## config.mk

```make
export PLATFORM = sky130hd
export DESIGN_NAME = ahb_burst_top
export DESIGN_NICKNAME = d
export VERILOG_FILES = /design/src/logic/ahb_pkg.sv /design/src/logic/burst_cfg_pkg.sv /design/src/logic/cmd_dispatch.sv /design/src/logic/burst_sequencer.sv /design/src/logic/bus_arbiter.sv /design/src/logic/ahb_burst_top.sv
export SDC_FILE = /design/constraint.sdc
export NUM_CORES = 1
export LEC_CHECK = 0
export ABC_AREA = 1
export BUFFER_PORTS_ARGS = -buffer_cell sky130_fd_sc_hd__buf_2
export CAP_MARGIN = 20
export CORE_MARGIN = 2
export CORE_UTILIZATION = 40
export DETAILED_ROUTE_END_ITERATION = 10
export PLACE_DENSITY = 0.66
export SKIP_CTS_REPAIR_TIMING = 1
export SYNTH_ARGS = -nofsm -noshare
export SYNTH_HDL_FRONTEND = slang
export SYNTH_SLANG_ARGS = --single-unit
```

## constraint.sdc

```tcl
create_clock -name clk -period 7.3 [get_ports clk]
set_input_delay 1.46 -clock clk [delete_from_list [all_inputs] [get_ports clk]]
set_output_delay 1.46 -clock clk [all_outputs]
set_load 0.01 [all_outputs]
```

## src/logic/ahb_pkg.sv

```systemverilog
package ahb_pkg;

    localparam int ADDR_W = 32;
    localparam int DATA_W = 32;

    // Byte address on the AHB bus.
    typedef logic [ADDR_W-1:0] addr_t;

    // One read data word.
    typedef logic [DATA_W-1:0] data_t;

    // HTRANS codes.
    typedef enum logic [1:0] {
        IDLE   = 2'b00,
        BUSY   = 2'b01,
        NONSEQ = 2'b10,
        SEQ    = 2'b11
    } htrans_t;

    // HBURST codes, only the kinds this engine issues.
    typedef enum logic [2:0] {
        SINGLE = 3'b000,
        WRAP4  = 3'b010,
        INCR4  = 3'b011
    } hburst_t;

endpackage

```

## src/logic/burst_cfg_pkg.sv

```systemverilog
package burst_cfg_pkg;

    // Number of burst sequencers.
    localparam int NUM_CHAN = 4;
    localparam int CHAN_W = $clog2(NUM_CHAN);

    typedef logic [CHAN_W-1:0] chan_t;
    typedef logic [NUM_CHAN-1:0] chan_mask_t;

    // Keeps the 16-byte block base of an address.
    localparam logic [31:0] WRAP4_MASK = 32'hffff_fff0;

    // Address step of one word beat.
    localparam int BEAT_BYTES = 4;

    typedef logic [1:0] beat_cnt_t;

    // Index of the last beat of a four-beat burst.
    localparam beat_cnt_t LAST_BEAT4 = 2'd3;

endpackage

```

## src/logic/cmd_dispatch.sv

```systemverilog
`timescale 1ns/1ps

module cmd_dispatch (
    input  logic                      clk,
    input  logic                      rstn,
    input  logic                      cmd_valid,
    input  ahb_pkg::addr_t            cmd_addr,
    input  ahb_pkg::hburst_t          cmd_burst,
    input  burst_cfg_pkg::chan_mask_t done,
    output logic                      cmd_ready,
    output burst_cfg_pkg::chan_mask_t start,
    output ahb_pkg::addr_t            start_addr,
    output ahb_pkg::hburst_t          start_burst
);

    burst_cfg_pkg::chan_mask_t busy_q;
    burst_cfg_pkg::chan_mask_t free_mask;
    burst_cfg_pkg::chan_mask_t pick_mask;
    logic                      take;

    assign free_mask = ~busy_q;

    // Lowest set bit of the idle mask.
    assign pick_mask = free_mask & (~free_mask + 1'b1);

    assign cmd_ready = |free_mask;
    assign take      = cmd_valid & cmd_ready;

    always_ff @(posedge clk or negedge rstn) begin
        if (!rstn) begin
            busy_q <= '0;
            start  <= '0;
        end else begin
            busy_q <= (busy_q & ~done) | (take ? pick_mask : '0);
            start  <= take ? pick_mask : '0;
        end
    end

    // Command payload, sampled with the start strobe.
    always_ff @(posedge clk) begin
        if (take) begin
            start_addr  <= cmd_addr;
            start_burst <= cmd_burst;
        end
    end

    a_start_onehot: assert property (
        @(posedge clk) disable iff (!rstn)
        $onehot0(start)
    );

    a_done_busy: assert property (
        @(posedge clk) disable iff (!rstn)
        (done & ~busy_q) == '0
    );

endmodule

```

## src/logic/burst_sequencer.sv

```systemverilog
`timescale 1ns/1ps

module burst_sequencer (
    input  logic             clk,
    input  logic             rstn,
    input  logic             start,
    input  ahb_pkg::addr_t   start_addr,
    input  ahb_pkg::hburst_t start_burst,
    input  logic             beat_ack,
    output logic             req,
    output ahb_pkg::addr_t   haddr,
    output ahb_pkg::htrans_t htrans,
    output ahb_pkg::hburst_t hburst,
    output logic             done
);

    typedef enum logic {
        IDLE,
        ISSUE
    } state_t;

    state_t                    state_q;
    burst_cfg_pkg::beat_cnt_t  cnt_q;
    ahb_pkg::addr_t            base_q;
    ahb_pkg::addr_t            offset_q;
    ahb_pkg::hburst_t          burst_q;

    logic                      last_beat;
    ahb_pkg::addr_t            offset_inc;
    ahb_pkg::addr_t            offset_next;

    assign req    = (state_q == ISSUE);
    assign haddr  = base_q + offset_q;
    assign hburst = burst_q;

    // First beat of a burst opens with NONSEQ.
    always_comb begin
        if (!req) begin
            htrans = ahb_pkg::IDLE;
        end else if (cnt_q == '0) begin
            htrans = ahb_pkg::NONSEQ;
        end else begin
            htrans = ahb_pkg::SEQ;
        end
    end

    assign last_beat = (burst_q == ahb_pkg::SINGLE) ||
                       (cnt_q == burst_cfg_pkg::LAST_BEAT4);

    assign done = req && beat_ack && last_beat;

    assign offset_inc = offset_q + ahb_pkg::addr_t'(burst_cfg_pkg::BEAT_BYTES);

    // WRAP4 folds the offset back into the 16-byte block.
    always_comb begin
        if (burst_q == ahb_pkg::WRAP4) begin
            offset_next = offset_inc & ~burst_cfg_pkg::WRAP4_MASK;
        end else begin
            offset_next = offset_inc;
        end
    end

    always_ff @(posedge clk or negedge rstn) begin
        if (!rstn) begin
            state_q <= IDLE;
            cnt_q   <= '0;
        end else begin
            case (state_q)
                IDLE: begin
                    if (start) begin
                        state_q <= ISSUE;
                        cnt_q   <= '0;
                    end
                end
                ISSUE: begin
                    if (beat_ack) begin
                        if (last_beat) begin
                            state_q <= IDLE;
                        end
                        cnt_q <= cnt_q + 1'b1;
                    end
                end
                default: begin
                    state_q <= IDLE;
                end
            endcase
        end
    end

    // Address registers are visible on the bus, so they start clean.
    always_ff @(posedge clk or negedge rstn) begin
        if (!rstn) begin
            base_q   <= '0;
            offset_q <= '0;
            burst_q  <= ahb_pkg::SINGLE;
        end else if (start && state_q == IDLE) begin
            base_q   <= start_addr & burst_cfg_pkg::WRAP4_MASK;
            offset_q <= start_addr & ~burst_cfg_pkg::WRAP4_MASK;
            burst_q  <= start_burst;
        end else if (beat_ack && !last_beat) begin
            offset_q <= offset_next;
        end
    end

    a_no_start_busy: assert property (
        @(posedge clk) disable iff (!rstn)
        start |-> state_q == IDLE
    );

    a_ack_needs_req: assert property (
        @(posedge clk) disable iff (!rstn)
        beat_ack |-> req
    );

endmodule

```

## src/logic/bus_arbiter.sv

```systemverilog
`timescale 1ns/1ps

module bus_arbiter (
    input  logic                      clk,
    input  logic                      rstn,
    input  burst_cfg_pkg::chan_mask_t req,
    input  ahb_pkg::addr_t            seq_haddr  [burst_cfg_pkg::NUM_CHAN],
    input  ahb_pkg::htrans_t          seq_htrans [burst_cfg_pkg::NUM_CHAN],
    input  ahb_pkg::hburst_t          seq_hburst [burst_cfg_pkg::NUM_CHAN],
    input  burst_cfg_pkg::chan_mask_t done,
    input  logic                      hready,
    input  ahb_pkg::data_t            hrdata,
    output burst_cfg_pkg::chan_mask_t beat_ack,
    output ahb_pkg::addr_t            haddr,
    output ahb_pkg::htrans_t          htrans,
    output ahb_pkg::hburst_t          hburst,
    output logic                      rd_valid,
    output ahb_pkg::addr_t            rd_addr,
    output ahb_pkg::data_t            rd_data,
    output burst_cfg_pkg::chan_t      rd_chan
);

    typedef enum logic {
        FREE,
        OWNED
    } state_t;

    state_t                    state_q;
    burst_cfg_pkg::chan_mask_t grant_q;
    burst_cfg_pkg::chan_t      owner_q;
    burst_cfg_pkg::chan_mask_t cand;
    burst_cfg_pkg::chan_t      pick;
    logic                      found;
    logic                      burst_end;

    logic                      dp_valid;
    ahb_pkg::addr_t            dp_addr;
    burst_cfg_pkg::chan_t      dp_chan;

    assign burst_end = (state_q == OWNED) && ((done & grant_q) != '0);

    // The current owner is excluded while it finishes.
    assign cand = req & ~grant_q;

    // Round-robin search starting after the last owner.
    always_comb begin : rr_pick
        burst_cfg_pkg::chan_t idx;
        found = 1'b0;
        pick  = '0;
        for (int k = 1; k <= burst_cfg_pkg::NUM_CHAN; k++) begin
            idx = burst_cfg_pkg::chan_t'(owner_q + k);
            if (!found && cand[idx]) begin
                found = 1'b1;
                pick  = idx;
            end
        end
    end

    always_ff @(posedge clk or negedge rstn) begin
        if (!rstn) begin
            state_q <= FREE;
            grant_q <= '0;
            owner_q <= burst_cfg_pkg::chan_t'(burst_cfg_pkg::NUM_CHAN - 1);
        end else if ((state_q == FREE || burst_end) && found) begin
            state_q <= OWNED;
            grant_q <= burst_cfg_pkg::chan_mask_t'(1) << pick;
            owner_q <= pick;
        end else if (burst_end) begin
            state_q <= FREE;
            grant_q <= '0;
        end
    end

    assign beat_ack = hready ? grant_q : '0;

    assign haddr  = seq_haddr[owner_q];
    assign hburst = seq_hburst[owner_q];
    assign htrans = (state_q == OWNED) ? seq_htrans[owner_q] : ahb_pkg::IDLE;

    // Data phase follows each accepted address phase.
    always_ff @(posedge clk or negedge rstn) begin
        if (!rstn) begin
            dp_valid <= 1'b0;
            rd_valid <= 1'b0;
        end else if (hready) begin
            dp_valid <= (state_q == OWNED);
            rd_valid <= dp_valid;
        end else begin
            rd_valid <= 1'b0;
        end
    end

    always_ff @(posedge clk) begin
        if (hready) begin
            dp_addr <= haddr;
            dp_chan <= owner_q;
            if (dp_valid) begin
                rd_addr <= dp_addr;
                rd_data <= hrdata;
                rd_chan <= dp_chan;
            end
        end
    end

    a_grant_onehot: assert property (
        @(posedge clk) disable iff (!rstn)
        $onehot0(grant_q) && ((grant_q & ~req) == '0)
    );

    a_idle_when_free: assert property (
        @(posedge clk) disable iff (!rstn)
        (state_q == FREE) == (htrans == ahb_pkg::IDLE)
    );

endmodule

```

## src/logic/ahb_burst_top.sv

```systemverilog
`timescale 1ns/1ps

module ahb_burst_top (
    input  logic                 clk,
    input  logic                 rstn,
    input  logic                 cmd_valid,
    input  ahb_pkg::addr_t       cmd_addr,
    input  ahb_pkg::hburst_t     cmd_burst,
    output logic                 cmd_ready,
    output ahb_pkg::addr_t       haddr,
    output ahb_pkg::htrans_t     htrans,
    output ahb_pkg::hburst_t     hburst,
    input  logic                 hready,
    input  ahb_pkg::data_t       hrdata,
    output logic                 rd_valid,
    output ahb_pkg::addr_t       rd_addr,
    output ahb_pkg::data_t       rd_data,
    output burst_cfg_pkg::chan_t rd_chan
);

    burst_cfg_pkg::chan_mask_t start;
    burst_cfg_pkg::chan_mask_t done;
    burst_cfg_pkg::chan_mask_t req;
    burst_cfg_pkg::chan_mask_t beat_ack;
    ahb_pkg::addr_t            start_addr;
    ahb_pkg::hburst_t          start_burst;
    ahb_pkg::addr_t            seq_haddr  [burst_cfg_pkg::NUM_CHAN];
    ahb_pkg::htrans_t          seq_htrans [burst_cfg_pkg::NUM_CHAN];
    ahb_pkg::hburst_t          seq_hburst [burst_cfg_pkg::NUM_CHAN];

    cmd_dispatch u_dispatch (
        .clk         (clk),
        .rstn        (rstn),
        .cmd_valid   (cmd_valid),
        .cmd_addr    (cmd_addr),
        .cmd_burst   (cmd_burst),
        .done        (done),
        .cmd_ready   (cmd_ready),
        .start       (start),
        .start_addr  (start_addr),
        .start_burst (start_burst)
    );

    for (genvar i = 0; i < burst_cfg_pkg::NUM_CHAN; i++) begin : g_seq
        burst_sequencer u_seq (
            .clk         (clk),
            .rstn        (rstn),
            .start       (start[i]),
            .start_addr  (start_addr),
            .start_burst (start_burst),
            .beat_ack    (beat_ack[i]),
            .req         (req[i]),
            .haddr       (seq_haddr[i]),
            .htrans      (seq_htrans[i]),
            .hburst      (seq_hburst[i]),
            .done        (done[i])
        );
    end

    bus_arbiter u_arbiter (
        .clk        (clk),
        .rstn       (rstn),
        .req        (req),
        .seq_haddr  (seq_haddr),
        .seq_htrans (seq_htrans),
        .seq_hburst (seq_hburst),
        .done       (done),
        .hready     (hready),
        .hrdata     (hrdata),
        .beat_ack   (beat_ack),
        .haddr      (haddr),
        .htrans     (htrans),
        .hburst     (hburst),
        .rd_valid   (rd_valid),
        .rd_addr    (rd_addr),
        .rd_data    (rd_data),
        .rd_chan    (rd_chan)
    );

endmodule

```

After elaboration in Yosys (flattened, before gate mapping)
Index checks and enable logic that the tools add are counted.
- add/subtract/negate cells: 17
- multipliers: 0
- div/mod/pow operators: 0
- $lt $le $gt $ge: 5
- equality and inequality tests: 16
- shifts and indexed selects: 1
- multiplexer cells: 81
- bitwise gates (word level): 16
- reductions and logical operators: 53
- operators by type and width (kind ; count):
    $mux W32 ; 14
    $add A32 B3 Y32 const B ; 4
    $add A32 B32 Y32 ; 4
    $bmux W32 S2 ; 1
    $mux W2 ; 19
    $mux W1 ; 27
    $logic_and A1 B1 Y1 ; 21
    $and A4 B4 Y4 ; 4
    $mux W4 ; 4
    $ne A2 B2 Y1 const B ; 8
    $not A4 Y4 ; 4
    $pmux W2 S2 ; 4
    $add A2 B1 Y2 const B ; 6
    $eq A3 B2 Y1 const B ; 4
    $logic_not A3 Y1 ; 4
    $lt A2 B3 Y1 const B ; 4
    $reduce_and A2 Y1 ; 5
    $reduce_bool A2 Y1 ; 5
    $bmux W1 S2 ; 4
    $eq A2 B2 Y1 const B ; 4
    $logic_not A2 Y1 ; 4
    $pmux W1 S2 ; 4
    $logic_not A1 Y1 ; 7
    $bmux W3 S2 ; 1
    other kinds (13) ; 23
- flip-flop bits (word level): 416
- latch bits: 0
- RAM bits: 0
- memory bits (read-only): 0
- bits of input ports: 71
- output and inout bits: 105
- memories: 0

Depth between registers and ports, before layout
- depth in word-level cells: 16
- mapped depth: 16

By module
Synthesis repeated with hierarchy kept, for this count alone.
- cells, all modules: 3987
- area, all modules: 27827.9 um2
- modules (own cells, without submodules) (module ; times used ; cells an instance ; area an instance (um2)):
    burst_sequencer (g_seq[1].u_seq ...) ; 3 ; 889 ; 5447.7
    burst_sequencer (g_seq[0].u_seq) ; 1 ; 872 ; 5444.0
    bus_arbiter ; 1 ; 378 ; 4658.2
    cmd_dispatch ; 1 ; 70 ; 1382.6

Least setup slack after synthesis
No wires, ideal clock.
- kind: reg-to-output
- start: register g_seq[0].u_seq.offset_q[4]
- end: output port haddr[20]
- arrival time: 1964 ps
- required time: 5840 ps
- slack: 3876 ps
- cell stages (with the launch flop): 16
- buffers on the path: 0
- path through: dfrtp_1 ha_1 inv_1 fa_1 inv_1 nand3_1 nand3_1 nand2_1 nand2_1 nand2_1 nand2_1 xor2_1 nand2_1 nand2_1 nand2_1 nand2_1
- cells in the longest elaborated chain, start to end: 4
- ends and longest elaborated chain (what ; line ; text):
    start, declared ; burst_sequencer.sv:25 ; ahb_pkg::addr_t offset_q;
    start signal, assigned ; burst_sequencer.sv:98 ; offset_q <= start_addr & ~burst_cfg_pkg::WRAP4_MASK;
    start signal, assigned ; burst_sequencer.sv:101 ; offset_q <= offset_next;
    $add A32 B32 Y32 ; burst_sequencer.sv:33 ; assign haddr = base_q + offset_q;
    $bmux W32 S2 ; bus_arbiter.sv:76 ; assign haddr = seq_haddr[owner_q];
    $mux W32 (implied by the code) (2 in a row) ; bus_arbiter.sv:76 ;
    end, declared ; ahb_burst_top.sv:10 ; output ahb_pkg::addr_t haddr,
Every way passes these cells. The select of a mux whose other input is x is not followed.

Final worst setup path
- start: register u_arbiter.owner_q[0]
- end: output port haddr[2]
- cells in the longest elaborated chain, start to end: 4
- ends and longest elaborated chain (what ; line ; text):
    start, declared ; bus_arbiter.sv:30 ; burst_cfg_pkg::chan_t owner_q;
    start signal, assigned ; bus_arbiter.sv:63 ; owner_q <= burst_cfg_pkg::chan_t'(burst_cfg_pkg::NUM_CHAN - 1);
    start signal, assigned ; bus_arbiter.sv:67 ; owner_q <= pick;
    $not A2 Y3 (implied by the code) ; bus_arbiter.sv:76 ;
    $bmux W32 S2 ; bus_arbiter.sv:76 ;
    $mux W32 (implied by the code) (2 in a row) ; bus_arbiter.sv:76 ;
Every way passes these cells. The select of a mux whose other input is x is not followed.

==> metrics list <==
* Run status: finished, final reports clean
- The number of global-route vias before repair was 23600.
- Relative slew margins: 23.1%
* Number of vias after detailed routing: around 25000
- Net total in the final layout: 4094
- Total nets after synthesis: 3919
* Endpoint type of the worst setup path: output port
- The first global-routing pass estimated roughly 140 mm of wire.
* CTS H-Tree Depth: 2
* Portion of synthesized cell area occupied by the leading cell type: 26.0%
- In this run the vertical extent of the chip is between 200 and 300 um.
- Clock insertion delay at the later pin of the skew report: 0.62 ns
- Number of top-level pins: 176
- Dividing total power by cell area gives a power density of about 380 mW/mm^2.
- Tcrit/Tclk final: 67.2%
- Cell total after placement: ~4700
- After the first detailed-routing iteration, the DRC count stood at 2735.
- After synthesis, the share of flip-flops with an asynchronous set or reset is 67.5%.
- In this run the remaining antenna-violating nets after routing total 0.
* Layout Area Growth over Synthesis: 13.2%
* Pins Over Slew Limit: 0
- Placer Congestion: slightly above 1
* Initial antenna violation count: 11
* Die Footprint: 0.0691 mm^2
- Number of synthesized register bits: approximately 420
* Clock tree from TritonCTS: done
- Unrepaired setup endpoints after global routing: false
* Filler Cells Inserted: 6833
- In this run the clock root is driven by a clkbuf_16.
* Floorplan die width: approximately 260 um
- Mean instance size in the synthesized netlist: 7.20 um^2
- The most used flip-flop cell after synthesis is dfrtp_1.
* Wire length reported by the detailed router: about 94 mm
* Pre-CTS setup slack: a little over 3 ns
- Buffers placed on the I/O ports in this run total 175.
- After detailed routing, the average wire length per cell comes to between 15 and 20 um.
- Worst Setup Start Kind: register
* Minimum period implied by the final worst setup slack: 4.91 ns
- Clock tree synthesis inserted a total of 49 buffers.
* Tot GR Track Use: 27.0%
- In the routed layout, each cell is associated on average with a via count of 5.29.
- For this run, the number of Yosys warnings is 0.
- The min-delay analysis places its worst path in the category register to register.
- For the final database, setup skew stands at ~0.037 ns.
- By area the synthesized netlist is led by dfrtp_1 (26%), nand2_1 (17%), edfxtp_1 (15%).
- The total overflow left after global routing is 0.
- After detailed routing, the number of remaining DRC violations is 0.
* Setup TNS: 0 ns
* Leakage power: around 15 nW
- Proportion of layout cells with a drive suffix above 1: 9.67%
- The critical path is of the register to output port type.
* Number of placement rows: 94
- Max-cap check violation count: 0
- Clock sink count: 416
* Initial Util: 40.5%
- Final Non-Filler Cells: 4809
- CTS Buffer Depth: 3
* Maximum number of pins on one net before global-route repair: ~120
- Along the worst path, the maximum fanout reaches 55.
- The pre-antenna-repair detailed-routing pass consisted of 6 iterations.
* F_max: 204 MHz
* Finish-stage setup viols: 0
- Slew of the pin with the lowest slew margin: 1.15 ns
* Cell Area, Synth: 0.0268 mm^2
- Sequential element share of the synthesized area: 41.4%
- Crit path setup slack, layout: 2.39 ns
- Data arrival time of the critical path: 3.45 ns
- STA puts the critical path data required time at 5.84 ns.
* Hold Vio Cnt, Final: 0
- Most area-hungry cell type in the Yosys netlist: dfrtp_1
* Core Box Area: 0.0661 mm^2
- IR drop worst, VDD: 285 uV
- Yosys cell types: 58
* Number of synthesized flops with an enable pin: 135
- Cells after Synth: 3724
* HPWL Detailed: 73.6 mm
* Post-CTS clock slew at the launch and capture registers of the worst setup and hold paths: approximately 0.06 ns
-- cell families (layout without fill, tap and decap cells) --
group	count (synthesis)	in the layout	synth area share, %
adders and majority gates	124	124	5.90
buffers and inverters	645	861	9.22
AOI/OAI and AO/OA	530	530	10.8
DFF	416	416	41.4
and+or+nand+nor	1967	1967	31.3
muxes	2	2	0.126
other	0	5	0
xor gates and xnor gates	40	40	1.31
-- Yosys cell counts, drive strengths merged (3+ instances only) --
cell type	number
nand2	1211
inv	579
nor2	332
dfrtp	279
o21ai	269
nand3	250
a21oi	182
edfxtp	135
ha	120
nor3	72
nand4	60
clkbuf	39
xor2	29
buf	26
nand3b	23
a31oi	20
o21bai	18
a22oi	11
xnor2	11
o221ai	7
o21a	6
a211oi	5
or2	5
and2	4
fa	4
nor4	4
o22ai	4
a221oi	3
nor3b	3
-- path summary, 6_finish.rpt --
check / from / endpoint / slack [ns] / depth (start not counted)
max: u_arbiter.owner_q[0] / haddr[2] / 2.39 / 5
min: u_arbiter.dp_addr[14] / u_arbiter.rd_addr[14] / 0.42 / 0
max reg2reg: g_seq[1].u_seq.req / g_seq[1].u_seq.offset_q[17] / 3.98 / 11
min reg2reg: u_arbiter.dp_addr[14] / u_arbiter.rd_addr[14] / 0.42 / 0
max in group asynchronous: rstn / g_seq[2].u_seq.offset_q[8] / 4.98 / 2
min in group asynchronous: rstn / g_seq[1].u_seq.offset_q[27] / 0.84 / 1
-- cell usage in the layout (no fill, tap or decap), types with 9 or more instances in the layout --
| cell type | n |
|---|---|
| nor2_2 | 14 |
| o21ai_1 | 15 |
| nand3b_1 | 23 |
| nor3_1 | 67 |
| inv_1 | 548 |
| buf_4 | 13 |
| bufinv_16 | 9 |
| a21oi_1 | 182 |
| nand2_2 | 22 |
| clkbuf_16 | 49 |
| nand3_1 | 242 |
| clkbuf_1 | 11 |
| o21bai_1 | 18 |
| ha_1 | 120 |
| inv_2 | 28 |
| edfxtp_1 | 135 |
| nand2_1 | 1186 |
| nor2_4 | 9 |
| a22oi_1 | 11 |
| nor2_1 | 308 |
| nand4_1 | 60 |
| o21ai_0 | 247 |
| xnor2_1 | 11 |
| xor2_1 | 29 |
| dfrtp_1 | 279 |
| buf_2 | 174 |
| a31oi_1 | 17 |
-- state kept, by name, summed over array words and instances, names as in the netlist, 8 cells and up --
signal,flops
g_seq.u_seq.cnt_q,8
u_arbiter.rd_data,32
u_arbiter.dp_addr,32
u_arbiter.rd_addr,32
g_seq.u_seq.offset_q,128
g_seq.u_seq.base_q,112
u_dispatch.start_addr,32
g_seq.u_seq.hburst,12
-- area by class of cell --
class,count,area (um^2),share of cell area (%)
antenna,5,12.5,0.0413
clock buffer,62,1290,4.27
clock inverter,30,419,1.38
inverter,580,2180,7.20
multi-input combinational,2663,13200,43.7
sequential,416,11100,36.6
tap,864,1080,3.56
timing repair buffer,189,1000,3.31
-- per-layer routing --
metal / global-route usage (%) / part of all wire, %
met1: 38.4 / 45
met2: 41.3 / 43
met3: 4.37 / 8.4
met4: 10.0 / 3.8
met5: 0 / 0.0096
-- per-stage QoR --
step	util, %	instance area (um^2)	power, mW	hold slack, ns
final	45.9	30300	11.4	0.416
after global routing	45.9	30300	12.1	0.421
after CTS	45.9	30300	11.4	0.417
after detailed placement	43.3	28600	8.71	0.405
after global placement	43.3	28600	8.67	0.401
after floorplan	-	26800	6.69	0.400
-- power breakdown --
part           switching [mW]  total, mW  internal, mW  leakage (nW)
Combinational            3.53       5.01          1.48          9.67
Clock                    1.05       2.63          1.58         0.818
Sequential              0.531       3.77          3.24          4.91
Total                    5.11       11.4          6.30          15.4
-- worst max-delay path, cell delays in order, from the launching register on --
cell and delay [ns]:
dfstp_2 0.91, inv_4 0.41, nor2_1 0.73, a22oi_1 0.33, o221ai_1 0.25, buf_2 0.21
(Power assumes the default switching activity.)
